`src/design/cpu_defines.svh`:
```
`ifndef CPU_DEFINES_SVH
`define CPU_DEFINES_SVH

// data path and address width
`define RW 16

// instruction word width
`define I_SIZE 32

// architectural registers
`define REG_COUNT 16

// instruction memory address bits, 256 words
`define MEM_AW 8

// cycles a multiply keeps execute busy
`define MUL_CYCLES 4

`endif

```
`src/design/cpu_pkg.sv`:
```
package cpu_pkg;

    // instruction opcodes, bits [6:0] of the word
    typedef enum logic [6:0] {
        OP_NOP  = 7'h00,
        OP_LDI  = 7'h01,
        OP_ADD  = 7'h02,
        OP_SUB  = 7'h03,
        OP_AND  = 7'h04,
        OP_MUL  = 7'h05,
        OP_JMP  = 7'h0e,
        OP_JAL  = 7'h0f,
        OP_HALT = 7'h7f
    } opcode_e;

    // jump condition, carried in the rd field
    typedef enum logic [3:0] {
        C_ALWAYS  = 4'h0,
        C_ZERO    = 4'h1,
        C_NONZERO = 4'h2
    } cond_e;

    typedef enum logic [1:0] {
        EX_RUN,
        EX_MUL,
        EX_HALT
    } exec_state_e;

endpackage

```
`src/design/fetch.sv`:
```
`include "cpu_defines.svh"

module fetch (
    input  logic                i_clk,
    input  logic                i_rst,
    output logic [`RW-1:0]      o_req_addr,
    output logic                o_req_active,
    input  logic [`I_SIZE-1:0]  i_req_data,
    input  logic                i_req_data_valid,
    input  logic                i_next_ready,
    output logic                o_submit,
    output logic [`I_SIZE-1:0]  o_instr,
    output logic                o_jmp_predict,
    input  logic                i_flush,
    input  logic [`RW-1:0]      i_exec_pc
);

    // word parked here while decode has no room
    logic [`I_SIZE-1:0] hold_instr;
    logic               hold_valid;
    // pc of the word in o_instr
    logic [`RW-1:0]     fetch_pc;
    logic [`RW-1:0]     next_fetch_pc;
    logic               drop_resp;
    logic [`RW-1:0]     instr_imm;

    assign instr_imm = o_instr[31:16];
    assign o_req_addr = next_fetch_pc;

    always_ff @(posedge i_clk) begin
        if (i_rst) begin
            // all ones so that the first request goes to address 0
            fetch_pc     <= '1;
            o_instr      <= '0;
            o_submit     <= 1'b0;
            o_req_active <= 1'b0;
            hold_valid   <= 1'b0;
            drop_resp    <= 1'b0;
        end else if (i_flush) begin
            o_submit     <= 1'b0;
            o_req_active <= 1'b0;
            hold_valid   <= 1'b0;
            // a NOP in o_instr makes the next address exec_pc
            fetch_pc     <= i_exec_pc - `RW'(1);
            o_instr      <= '0;
            drop_resp    <= o_req_active;
        end else if (i_req_data_valid && drop_resp) begin
            // stale word from the old path
            drop_resp    <= 1'b0;
            o_req_active <= 1'b1;
            o_submit     <= 1'b0;
        end else if (i_req_data_valid && i_next_ready) begin
            o_instr      <= i_req_data;
            fetch_pc     <= next_fetch_pc;
            o_submit     <= 1'b1;
            o_req_active <= 1'b1;
        end else if (i_req_data_valid) begin
            hold_instr   <= i_req_data;
            hold_valid   <= 1'b1;
            o_req_active <= 1'b0;
            o_submit     <= 1'b0;
        end else if (hold_valid && i_next_ready) begin
            o_instr      <= hold_instr;
            fetch_pc     <= next_fetch_pc;
            o_submit     <= 1'b1;
            hold_valid   <= 1'b0;
            o_req_active <= 1'b1;
        end else begin
            // one request in flight at a time, none while holding
            o_req_active <= !hold_valid && !o_req_active;
            o_submit     <= 1'b0;
        end
    end

    // static prediction on the last submitted word
    always_comb begin
        next_fetch_pc = fetch_pc + `RW'(1);
        o_jmp_predict = 1'b0;
        if (o_instr[6:0] == cpu_pkg::OP_JAL) begin
            next_fetch_pc = instr_imm;
            o_jmp_predict = 1'b1;
        end else if (o_instr[6:0] == cpu_pkg::OP_JMP) begin
            // backward conditional jumps assumed taken
            if (o_instr[10:7] == cpu_pkg::C_ALWAYS || fetch_pc > instr_imm) begin
                next_fetch_pc = instr_imm;
                o_jmp_predict = 1'b1;
            end
        end
    end

    // nothing from the dropped path reaches decode before the restart word returns
    a_no_submit_after_flush: assert property (
        @(posedge i_clk) disable iff (i_rst) i_flush |=> !o_submit [*3]
    );

endmodule

```
`config.mk`:
```
export PLATFORM = sky130hd
export DESIGN_NAME = fetch
export DESIGN_NICKNAME = d
export VERILOG_FILES = /design/src/design/cpu_pkg.sv /design/src/design/fetch.sv
export VERILOG_INCLUDE_DIRS = /design/src /design/src/design
export SDC_FILE = /design/constraint.sdc
export NUM_CORES = 1
export LEC_CHECK = 0
export BUFFER_PORTS_ARGS = -buffer_cell sky130_fd_sc_hd__buf_2
export CAP_MARGIN = 20
export CORE_UTILIZATION = 45
export CTS_BUF_LIST = sky130_fd_sc_hd__clkbuf_4
export CTS_CLUSTER_DIAMETER = 120
export DETAILED_ROUTE_END_ITERATION = 7
export PLACE_DENSITY = 0.69
export REMOVE_ABC_BUFFERS = 1
export SLEW_MARGIN = 20
export SYNTH_ARGS = -nofsm -noshare
export SYNTH_HDL_FRONTEND = slang
export SYNTH_SLANG_ARGS = --single-unit
```
`constraint.sdc`:
```
create_clock -name i_clk -period 6.95 [get_ports i_clk]
set_clock_uncertainty 0.1 [all_clocks]
set_input_delay 1.39 -clock i_clk [delete_from_list [all_inputs] [get_ports i_clk]]
set_output_delay 1.39 -clock i_clk [all_outputs]
set_load 0.005 [all_outputs]
```
# Word-level counts from Yosys, hierarchy flattened
# Cells that the tools add are included.
# word_totals
ff_bits	84
in_bits	53
out_inout_bits	51
word_cells	62
# classes
addsub	2
n_lt_le_gt_ge	1
n_eq_ne	5
muxes	25
bitwise_logic	4
n_reduce_logical	18
# ops
cell	n
16-bit 2-to-1 mux	8
32-bit 2-to-1 mux	3
16-bit by 1-bit adder with 16-bit output (second input constant)	1
16-bit greater-than comparator	1
16-bit by 1-bit subtractor with 16-bit output (second input constant)	1
7-bit by 4-bit equality test with 1-bit output (second input constant)	2
1-bit 2-to-1 mux	14
3-bit AND reduction	3
2-bit nonzero test	3
5-bit AND reduction	1
1-bit logical AND	4
4-bit zero test	1
1-bit NOT	4
3-bit by 1-bit != test with 1-bit output (second input constant)	1
3-bit nonzero test	1
3-bit OR reduction	1
1-bit zero test	2
2-bit by 1-bit != test with 1-bit output (second input constant)	1
2-bit != test (second input constant)	1
2-bit OR reduction	1
1-bit logical OR	1

# Logic depth before layout (Yosys ltp)
# Gate-level depths: netlist (run 1).
# depth
depth_word	10
depth_mapped	10
depth_no_buf	8

# Worst setup path after synthesis (run 1)
# OpenSTA, ideal clock, no wires.
# synth_path
path_kind	input port to flip-flop
from	in i_flush
to	reg hold_instr[0] (enable)
setup_time_ns	0.421
t_arrival_ns	3.610
required_time_ns	6.429
slack_ns	2.819
path_stages	5
n_path_buf	3
path_cell_list	clkbuf_1 > or2_2 > clkbuf_1 > clkbuf_1 > nor2_1
# synth_via
elab_chain_len	2
# synth_lines
item	line	rtl
start: declaration	fetch.sv:14	input logic i_flush,
1-bit NOT (no line)	--	
5-bit AND reduction (no line)	--	
end signal: assignment	fetch.sv:58	hold_instr <= i_req_data;
end: declaration	fetch.sv:19	logic [`I_SIZE-1:0] hold_instr;
# No other way between the ends.
# A chain may end at the register's enable or synchronous reset.

# Worst setup path in the final report (run 1)
# layout_path
from	reg o_instr[29]
to	out o_req_addr[1]
# layout_via
elab_chain_len	5
# layout_lines
item	line	rtl
start: declaration	fetch.sv:12	output logic [`I_SIZE-1:0] o_instr,
start signal: assignment	fetch.sv:53	o_instr <= i_req_data;
start signal: assignment	fetch.sv:63	o_instr <= hold_instr;
16-bit greater-than comparator	fetch.sv:84	if (o_instr[10:7] == cpu_pkg::C_ALWAYS || fetch_pc > instr_imm) begin
1-bit logical OR	fetch.sv:84	
16-bit 2-to-1 mux	fetch.sv:84	
16-bit 2-to-1 mux	fetch.sv:82	end else if (o_instr[6:0] == cpu_pkg::OP_JMP) begin
16-bit 2-to-1 mux	fetch.sv:79	if (o_instr[6:0] == cpu_pkg::OP_JAL) begin
end: declaration	fetch.sv:6	output logic [`RW-1:0] o_req_addr,
# No other way between the ends.

==> results of run 1 <==
[layout by cell type (no fill, tap or decap), types with 2 or more instances in the layout]
cell type / count
nand3_1: 40
inv_8: 2
a221oi_1: 2
clkbuf_4: 9
a211oi_1: 3
mux2_4: 3
xnor2_1: 18
inv_1: 30
nor4_1: 5
nor3_1: 9
nand2_1: 48
edfxtp_1: 32
a31o_2: 3
nand4_1: 7
buf_4: 3
nand3b_1: 2
o21ai_0: 8
buf_2: 103
nor4_4: 2
xor2_1: 10
nor2_1: 45
o211ai_1: 2
nor2b_1: 3
mux2i_1: 12
ha_1: 18
dfxtp_1: 52
and3_1: 4
o21ai_1: 6
a21oi_1: 13
nor3b_1: 2
a311oi_1: 34
o22ai_1: 2
a31o_1: 3
a311o_1: 3
a21o_2: 2
[cells in the mapped netlist (9+ instances only)]
cell type	n	area share, %
a311oi_1	34	6.7
dfxtp_1	52	23
nand2_1	49	4.1
edfxtp_1	32	22
ha_1	18	5.1
mux2i_1	12	2.7
xor2_1	10	2.0
nor2_1	46	3.9
clkbuf_1	26	2.2
a21oi_1	13	1.5
nand3_1	40	4.5
xnor2_1	18	3.5
inv_1	30	2.5
nor3_1	9	1.0
[logic make-up (layout without fill, tap and decap cells)]
| kind of cell | Yosys count | after routing | share of synthesized area [%] |
|---|---|---|---|
| mux | 16 | 16 | 3.97 |
| xor+xnor | 28 | 28 | 5.51 |
| fa+ha+maj | 18 | 18 | 5.06 |
| buf+inv | 62 | 153 | 5.65 |
| simple gates | 174 | 174 | 18.7 |
| flops | 84 | 84 | 45.0 |
| compound gates | 91 | 91 | 16.1 |
[registers in the layout, indices dropped and copies added, names as in the netlist]
| signal | flops |
|---|---|
| o_instr | 32 |
| o_submit | 1 |
| o_req_active | 1 |
| hold_instr | 32 |
| fetch_pc | 16 |
| hold_valid | 1 |
| drop_resp | 1 |
[report_power, final]
| group | total [W] | switching [W] | internal, W |
|---|---|---|---|
| sequential | 0.000551 | 0.0000209 | 0.000530 |
| combinational | 0.000196 | 0.000110 | 0.0000853 |
| clock | 0.000305 | 0.000189 | 0.000116 |
| total | 0.00105 | 0.000320 | 0.000732 |
[per-layer routing]
layer	vias up	track usage, %	wire [µm]
li1	1899	-	-
met1	1785	27.1	4990
met2	132	36.8	5090
met3	13	5.38	731
met4	0	8.03	137
met5	-	0	0
[tightest hold or removal path, delay by kind of cell, from the launching register on]
family,cells,cell delay [ps]
flip-flops,1,340
AND/OR/NAND/NOR,1,100
AO/OA/AOI/OAI,1,50
[final cells by class]
type | count | area [µm²] | area share, %
well taps | 129 | 161 | 3.11
clock inverters | 7 | 82.6 | 1.59
inverters | 30 | 113 | 2.17
repair buffers | 107 | 549 | 10.6
clock buffers | 9 | 67.6 | 1.30
flip-flops and latches | 84 | 2000 | 38.6
multi-input cells | 327 | 2220 | 42.7
[through the flow]
step                worst slack, ps  utilization [%]  power (W)  cells
floorplan                      2480                -   0.000674    441
global placement               2590             53.4   0.000751    676
detailed placement             2510             53.4   0.000758    676
CTS                            2020             55.0    0.00106    692
global route                   2140             55.1    0.00111    693
finish                         2300             55.1    0.00105    693
[path summary, 6_finish.rpt]
path                            startpoint                  endpoint  slack (ps)  cells past startpoint
setup / recovery  o_instr[29]$_SDFFE_PP0P_             o_req_addr[1]        2300                      9
hold / removal    o_instr[14]$_SDFFE_PP0P_  o_instr[14]$_SDFFE_PP0P_         410                      2
setup reg to reg  o_instr[29]$_SDFFE_PP0P_  fetch_pc[1]$_SDFFE_PP1P_        3840                      9
hold reg to reg   o_instr[14]$_SDFFE_PP0P_  o_instr[14]$_SDFFE_PP0P_         410                      2
==> impl_metrics.yaml, run 1 <==
status:
  status: "finished clean"
floorplanning:
  fp.dieH_um: 101
  start_util_pct: 47.3
  rows: 35
  ios: 104
  die_area_um2: 10300
  coreArea_um2: 9420
  fp.dieW_um: 101
detailed_routing:
  remaining_drc_errors: 0
  viasPerCell: 5.53
  first_iter_violations: 139
  drt-total-wl_um: 11000
  via_count: 3829
  wl_per_cell_um: 15.8
  antenna_left: 0
  first_pass_iters: 4
worst_setup_path:
  cpPeakStageDelay_ps: 520
  arrival_ps: 3160
  cp_max_fo: 15
  endpoint_kind: "output pin"
  startpoint_type: "flip-flop"
  critPathRequiredTime_ps: 5460
  crit_family: "compound AO/OA/AOI/OAI gates"
  critPathBufInv: 3
  cp_slowest_cell: "o31ai_4"
  crit_type: "reg2out"
  crit_chain: "inv_1 > ha_1 > a21o_2 > a311oi_1 > o211ai_1 > o31ai_4 > buf_6 > mux2_2 > buf_2"
clock_network:
  htree_levels: 3
  cts_tree: "yes"
  clkLatencyLatePin_ps: 440
  clockBufferDepth: 2
  holdBufCountCts: 0
  cts_resized: 0
  cts_sinks: 84
  cts_root_buf: "clkbuf_4"
  postCtsSetupRepairBufs: 0
  clk_pin_slew_ps: 160
  numCtsBuffers: 9
grt:
  antenna_found_initial: 1
  first_global_vias: 3739
  grt_max_degree: 39
  grt_overflow: 0
  grt_pass1_wl_um: 17500
  grt_util_all_layers_pct: 21.8
hold_path:
  min_path_type: "reg2reg"
finish:
  fillers: 937
  nets: 630
  insertedDiodeCount: 0
  design_area_um2: 5190
  areaGrowthSynthToFinish_pct: 16.7
  drive_gt1_share_pct: 25.4
logic_synthesis:
  ys_warn_count: 0
  netlist_instances: 473
  synth-seq-area-share_pct: 45.0
  synth_area_per_cell_um2: 9.41
  synthArstFlopShare_pct: 0
  synth_edf_count: 32
  syn_area_um2: 4450
  synth_cell_types: 51
  ys.flop_type: "dfxtp_1"
  synth-seq-cells: 84
timing:
  rsz0062_at_grt: "false"
  tightest_slew_ps: 909
  setup_violations: 0
  hold_violations: 0
  setup-tns-final_ps: 0
  drv_slew: 0
  fmax_mhz: 215
  holdWs_ps: 413
  min_period_over_period_pct: 66.9
  slew_headroom_pct: 39.3
  layout_min_cycle_time_ps: 4650
placement:
  gp_congestion: 0.816
  portBuffers: 103
  placed_cell_area_um2: 5030
  dp_hpwl_um: 7800
power_and_ir_drop:
  p_leak_nw: 2.17
  power_density_nw_per_um2: 203
  peakVddDrop_mv: 0.113
flow_run:
  max-cap-violations: 0
No activity file was read; power rests on OpenSTA's default activity.
==> run 2, diff against run 1 <==
clock period = 4.7 ns   (was 6.95 ns; I/O delays follow)
==> impl_metrics.yaml, run 2 (synthesis gave the netlist of run 1 again) <==
status:
  status: "finished clean"
detailed_routing:
  first_iter_violations: 177
  antenna_left: 0
  wl_per_cell_um: 15.6
  first_pass_iters: 4
  remaining_drc_errors: 0
  drt-total-wl_um: 10800
  via_count: 3767
  viasPerCell: 5.44
timing:
  slew_headroom_pct: 38.7
  drv_slew: 0
  setup_violations: 0
  tightest_slew_ps: 917
  setup-tns-final_ps: 0
  fmax_mhz: 237
  min_period_over_period_pct: 89.9
  layout_min_cycle_time_ps: 4230
  hold_violations: 0
  rsz0062_at_grt: "false"
hold_path:
  holdPathStages: 2
  min-delay-start: "o_instr[12]$_SDFFE_PP0P_"
  min_to: "o_instr[12]$_SDFFE_PP0P_"
  min_path_type: "reg2reg"
flow_run:
  max-cap-violations: 0
worst_setup_path:
  r2r-end: "fetch_pc[12]$_SDFFE_PP1P_"
  endpoint_kind: "output pin"
  arrival_ps: 3190
  r2r_cells: 9
  rrSetupSlack_ps: 1700
  startpoint_type: "flip-flop"
  crit_type: "reg2out"
  cp_max_fo: 12
  critPathRequiredTime_ps: 3660
  rr_startpoint: "o_instr[29]$_SDFFE_PP0P_"
finish:
  mostFrequentLayoutCell: "buf_2"
  insertedDiodeCount: 0
  fin_cells: 692
  nets: 629
  reg_top3: "hold_instr x32, o_instr x32, fetch_pc x16"
  areaGrowthSynthToFinish_pct: 16.3
  mostFrequentLayoutCells: "buf_2 (103), dfxtp_1 (52), nand2_1 (48)"
  fillers: 908
  drive_gt1_share_pct: 25.0
clock_network:
  holdBufCountCts: 0
  cts_root_buf: "clkbuf_4"
  htree_levels: 3
  cts_tree: "yes"
  clockBufferDepth: 2
  clk_pin_slew_ps: 150
  postCtsSetupRepairBufs: 0
  cts_sinks: 84
  clkLatencyLatePin_ps: 420
  numCtsBuffers: 9
  cts_resized: 0
floorplanning:
  rows: 35
  ios: 104
  die_area_um2: 10300
  fp.dieH_um: 101
  coreArea_um2: 9420
  fp.dieW_um: 101
  start_util_pct: 47.3
power_and_ir_drop:
  clkPwrFrac_pct: 28.2
  combPwrFrac_pct: 18.7
  switchingPower_w: 0.000460
  finalPower_w: 0.00153
  p_int_w: 0.00107
  switching_share_pct: 30.0
  p_seq_share_pct: 53.1
  power_density_nw_per_um2: 297
  p_leak_nw: 2.15
  peakVddDrop_mv: 0.202
grt:
  grt_pass1_wl_um: 17200
  grt_util_all_layers_pct: 21.5
  antenna_found_initial: 1
  grt_overflow: 0
  grt_max_degree: 45
  first_global_vias: 3506
placement:
  gp_congestion: 0.816
  dp_hpwl_um: 7700
  portBuffers: 103
  dp.cells: 676
-- run 2: worst max-delay path: stages, from the launching register on --
cell	delay, ps
dfxtp_1	410
inv_1	60
ha_1	320
a21o_2	200
a311oi_1	260
o211ai_1	200
o31ai_4	500
buf_4	340
mux2i_1	320
buf_2	170
-- run 2: metrics by stage --
step / cell area (µm²) / util [%] / hold WS, ps / worst slack (ps)
floorplan: 4310 / - / 376 / 684
global route: 5170 / 54.9 / 438 / 258
global placement: 5030 / 53.4 / 383 / 1040
CTS: 5170 / 54.9 / 416 / 436
detailed placement: 5030 / 53.4 / 395 / 937
finish: 5170 / 54.9 / 413 / 473
-- run 2: final cells by class --
class	instances	area (µm²)	area share, %
clock inverter	7	75.1	1.45
clock buffer	9	67.6	1.31
timing repair buffer	106	538	10.4
inverter	30	113	2.18
sequential	84	2000	38.7
multi-input combinational	327	2220	42.8
tap	129	161	3.12
-- run 2: how the worst max path moves through the flow --
stage | startpoint | to | slack (ps) | cells after the start
after floorplan | o_instr[29]$_SDFFE_PP0P_ | o_req_addr[1] | 680 | 7
after global placement | o_instr[29]$_SDFFE_PP0P_ | o_req_addr[12] | 1040 | 9
after detailed placement | o_instr[29]$_SDFFE_PP0P_ | o_req_addr[13] | 940 | 10
after CTS | o_instr[29]$_SDFFE_PP0P_ | o_req_addr[13] | 440 | 10
after global routing | o_instr[29]$_SDFFE_PP0P_ | o_req_addr[8] | 260 | 10
final | o_instr[29]$_SDFFE_PP0P_ | o_req_addr[11] | 470 | 9
-- run 2: power groups by stage --
stage / combinational [W] / clock (W) / sequential, W
final: 0.000287 / 0.000433 / 0.000815
after CTS: 0.000290 / 0.000442 / 0.000815
after global routing: 0.000324 / 0.000470 / 0.000819
after global placement: 0.000281 / 0 / 0.000830
after floorplan: 0.000172 / 0 / 0.000824
after detailed placement: 0.000289 / 0 / 0.000831
-- run 2: routing by layer --
metal	global-route usage, %	share of wire, %
met1	28.4	47
met4	6.47	1.0
met5	0	0
met2	34.9	47
met3	5.18	5.6
==> run 3, diff against run 2 <==
CORE_UTILIZATION = 30   (was 45)
PLACE_DENSITY = default   (was 0.69)
==> impl_metrics.yaml, run 3 (synthesis gave the netlist of run 1 again) <==
status:
  status: "finished clean"
worst_setup_path:
  r2r-end: "fetch_pc[1]$_SDFFE_PP1P_"
  crit_top_cell: "inv_1"
  crit_path_start: "o_instr[31]$_SDFFE_PP0P_"
  rr_startpoint: "o_instr[31]$_SDFFE_PP0P_"
  startpoint_type: "flip-flop"
  cpPeakStageDelay_ps: 400
  arrival_ps: 3040
  critPathRequiredTime_ps: 3660
  crit_type: "reg2out"
  crit_chain: "inv_1 > ha_1 > and4_4 > a221oi_2 > o211ai_1 > o31ai_4 > buf_4 > mux2i_1 > inv_1 > buf_2"
  cp_slowest_cell: "dfxtp_1"
  crit_family: "compound AO/OA/AOI/OAI gates"
  critPathBufInv: 4
  cp_max_fo: 20
  rrSetupSlack_ps: 1790
  r2r_cells: 9
  endpoint_kind: "output pin"
grt:
  grt_util_all_layers_pct: 16.9
  antenna_found_initial: 0
  grt_use_met3_pct: 5.17
  busiest_layer: "met2"
  grt_use_met2_pct: 29.5
  grt_max_degree: 47
  grt_util_met1_pct: 20.1
  first_global_vias: 3825
  grt_overflow: 0
  grt_pass1_wl_um: 19400
timing:
  hold_violations: 0
  drv_slew: 0
  rsz0062_at_grt: "false"
  setup_violations: 0
  setup-tns-final_ps: 0
  layout_min_cycle_time_ps: 4080
  slew_headroom_pct: 33.7
  tightest_slew_ps: 991
  fmax_mhz: 245
  min_period_over_period_pct: 86.8
clock_network:
  cts_root_buf: "clkbuf_4"
  cts_sinks: 84
  clkLatencyLatePin_ps: 460
  cts_resized: 0
  numCtsBuffers: 9
  htree_levels: 3
  clk_pin_slew_ps: 130
  clockBufferDepth: 2
  cts_tree: "yes"
  postCtsSetupRepairBufs: 0
  holdBufCountCts: 0
hold_path:
  min_path_type: "reg2reg"
  min_to: "o_instr[13]$_SDFFE_PP0P_"
  holdPathStages: 2
  min-delay-start: "o_instr[13]$_SDFFE_PP0P_"
placement:
  placed_cell_area_um2: 5110
  portBuffers: 103
  dp_hpwl_um: 8800
  gp_congestion: 0.846
detailed_routing:
  wl_per_cell_um: 16.3
  first_iter_violations: 172
  remaining_drc_errors: 0
  first_pass_iters: 4
  antenna_left: 0
  viasPerCell: 5.10
  drt-total-wl_um: 12200
  via_count: 3818
floorplanning:
  fp.dieH_um: 124
  rows: 44
  coreArea_um2: 14500
  ios: 104
  die_area_um2: 15300
  fp.dieW_um: 124
  start_util_pct: 30.7
finish:
  mostFrequentLayoutCell: "buf_2"
  design_area_um2: 5240
  nets: 630
  areaGrowthSynthToFinish_pct: 17.9
  mostFrequentLayoutCells: "buf_2 (103), dfxtp_1 (52), nand2_1 (48)"
  drive_gt1_share_pct: 25.0
  reg_top3: "hold_instr x32, o_instr x32, fetch_pc x16"
  fin_util_pct: 36.2
flow_run:
  max-cap-violations: 0
power_and_ir_drop:
  power_density_nw_per_um2: 292
  p_leak_nw: 2.16
  peakVddDrop_mv: 0.214
run 3: changes by cell type in the layout (fill, tap and decap cells not counted), sizes merged:
cell	delta
inv	-2
buf	+1
diode	+1
clkinv	+3
clkinvlp	-1
run 3: final cells by class:
class / instances / area (µm²)
diodes: 1 / 2.50
repair buffers: 107 / 546
clock buffers: 9 / 67.6
fillers: 1509 / 9240
well taps: 184 / 230
inverters: 30 / 113
clock inverters: 7 / 67.6
flip-flops and latches: 84 / 2000
multi-input cells: 327 / 2220
run 3: worst max path at each step:
| stage | end | slack, ps | cells past startpoint |
|---|---|---|---|
| after global routing | o_req_addr[9] | 370 | 10 |
| after global placement | o_req_addr[1] | 1220 | 9 |
| after CTS | o_req_addr[7] | 610 | 10 |
| after detailed placement | o_req_addr[7] | 1140 | 10 |
| final | o_req_addr[7] | 620 | 10 |
| after floorplan | o_req_addr[1] | 680 | 7 |
run 3: per-layer routing:
metal / vias up / share of wire [%]
li1: 1908 / -
met1: 1794 / 45
met2: 101 / 48
met3: 15 / 5.9
met4: 0 / 1.2
met5: - / 0
run 3: report_power, final:
part / internal, W / leakage [nW] / total, W / switching, W
registers: 0.000784 / 0.717 / 0.000816 / 0.0000314
clock network: 0.000159 / 0.0710 / 0.000421 / 0.000262
logic: 0.000126 / 1.37 / 0.000295 / 0.000169
run 3: per-stage QoR:
step                      setup slack (ps)  hold slack [ps]  instances  total power, W
after floorplan                        684              376        441        0.000996
after global placement                1220              383        732         0.00112
after detailed placement              1140              394        732         0.00113
after CTS                              605              412        748         0.00156
after global routing                   371              438        748         0.00162
final                                  622              404        749         0.00153
run 3: worst min-delay path, cell delays in order (launching register included):
cell and delay, ps:
dfxtp_1 330, nor2_1 90, a311oi_1 50
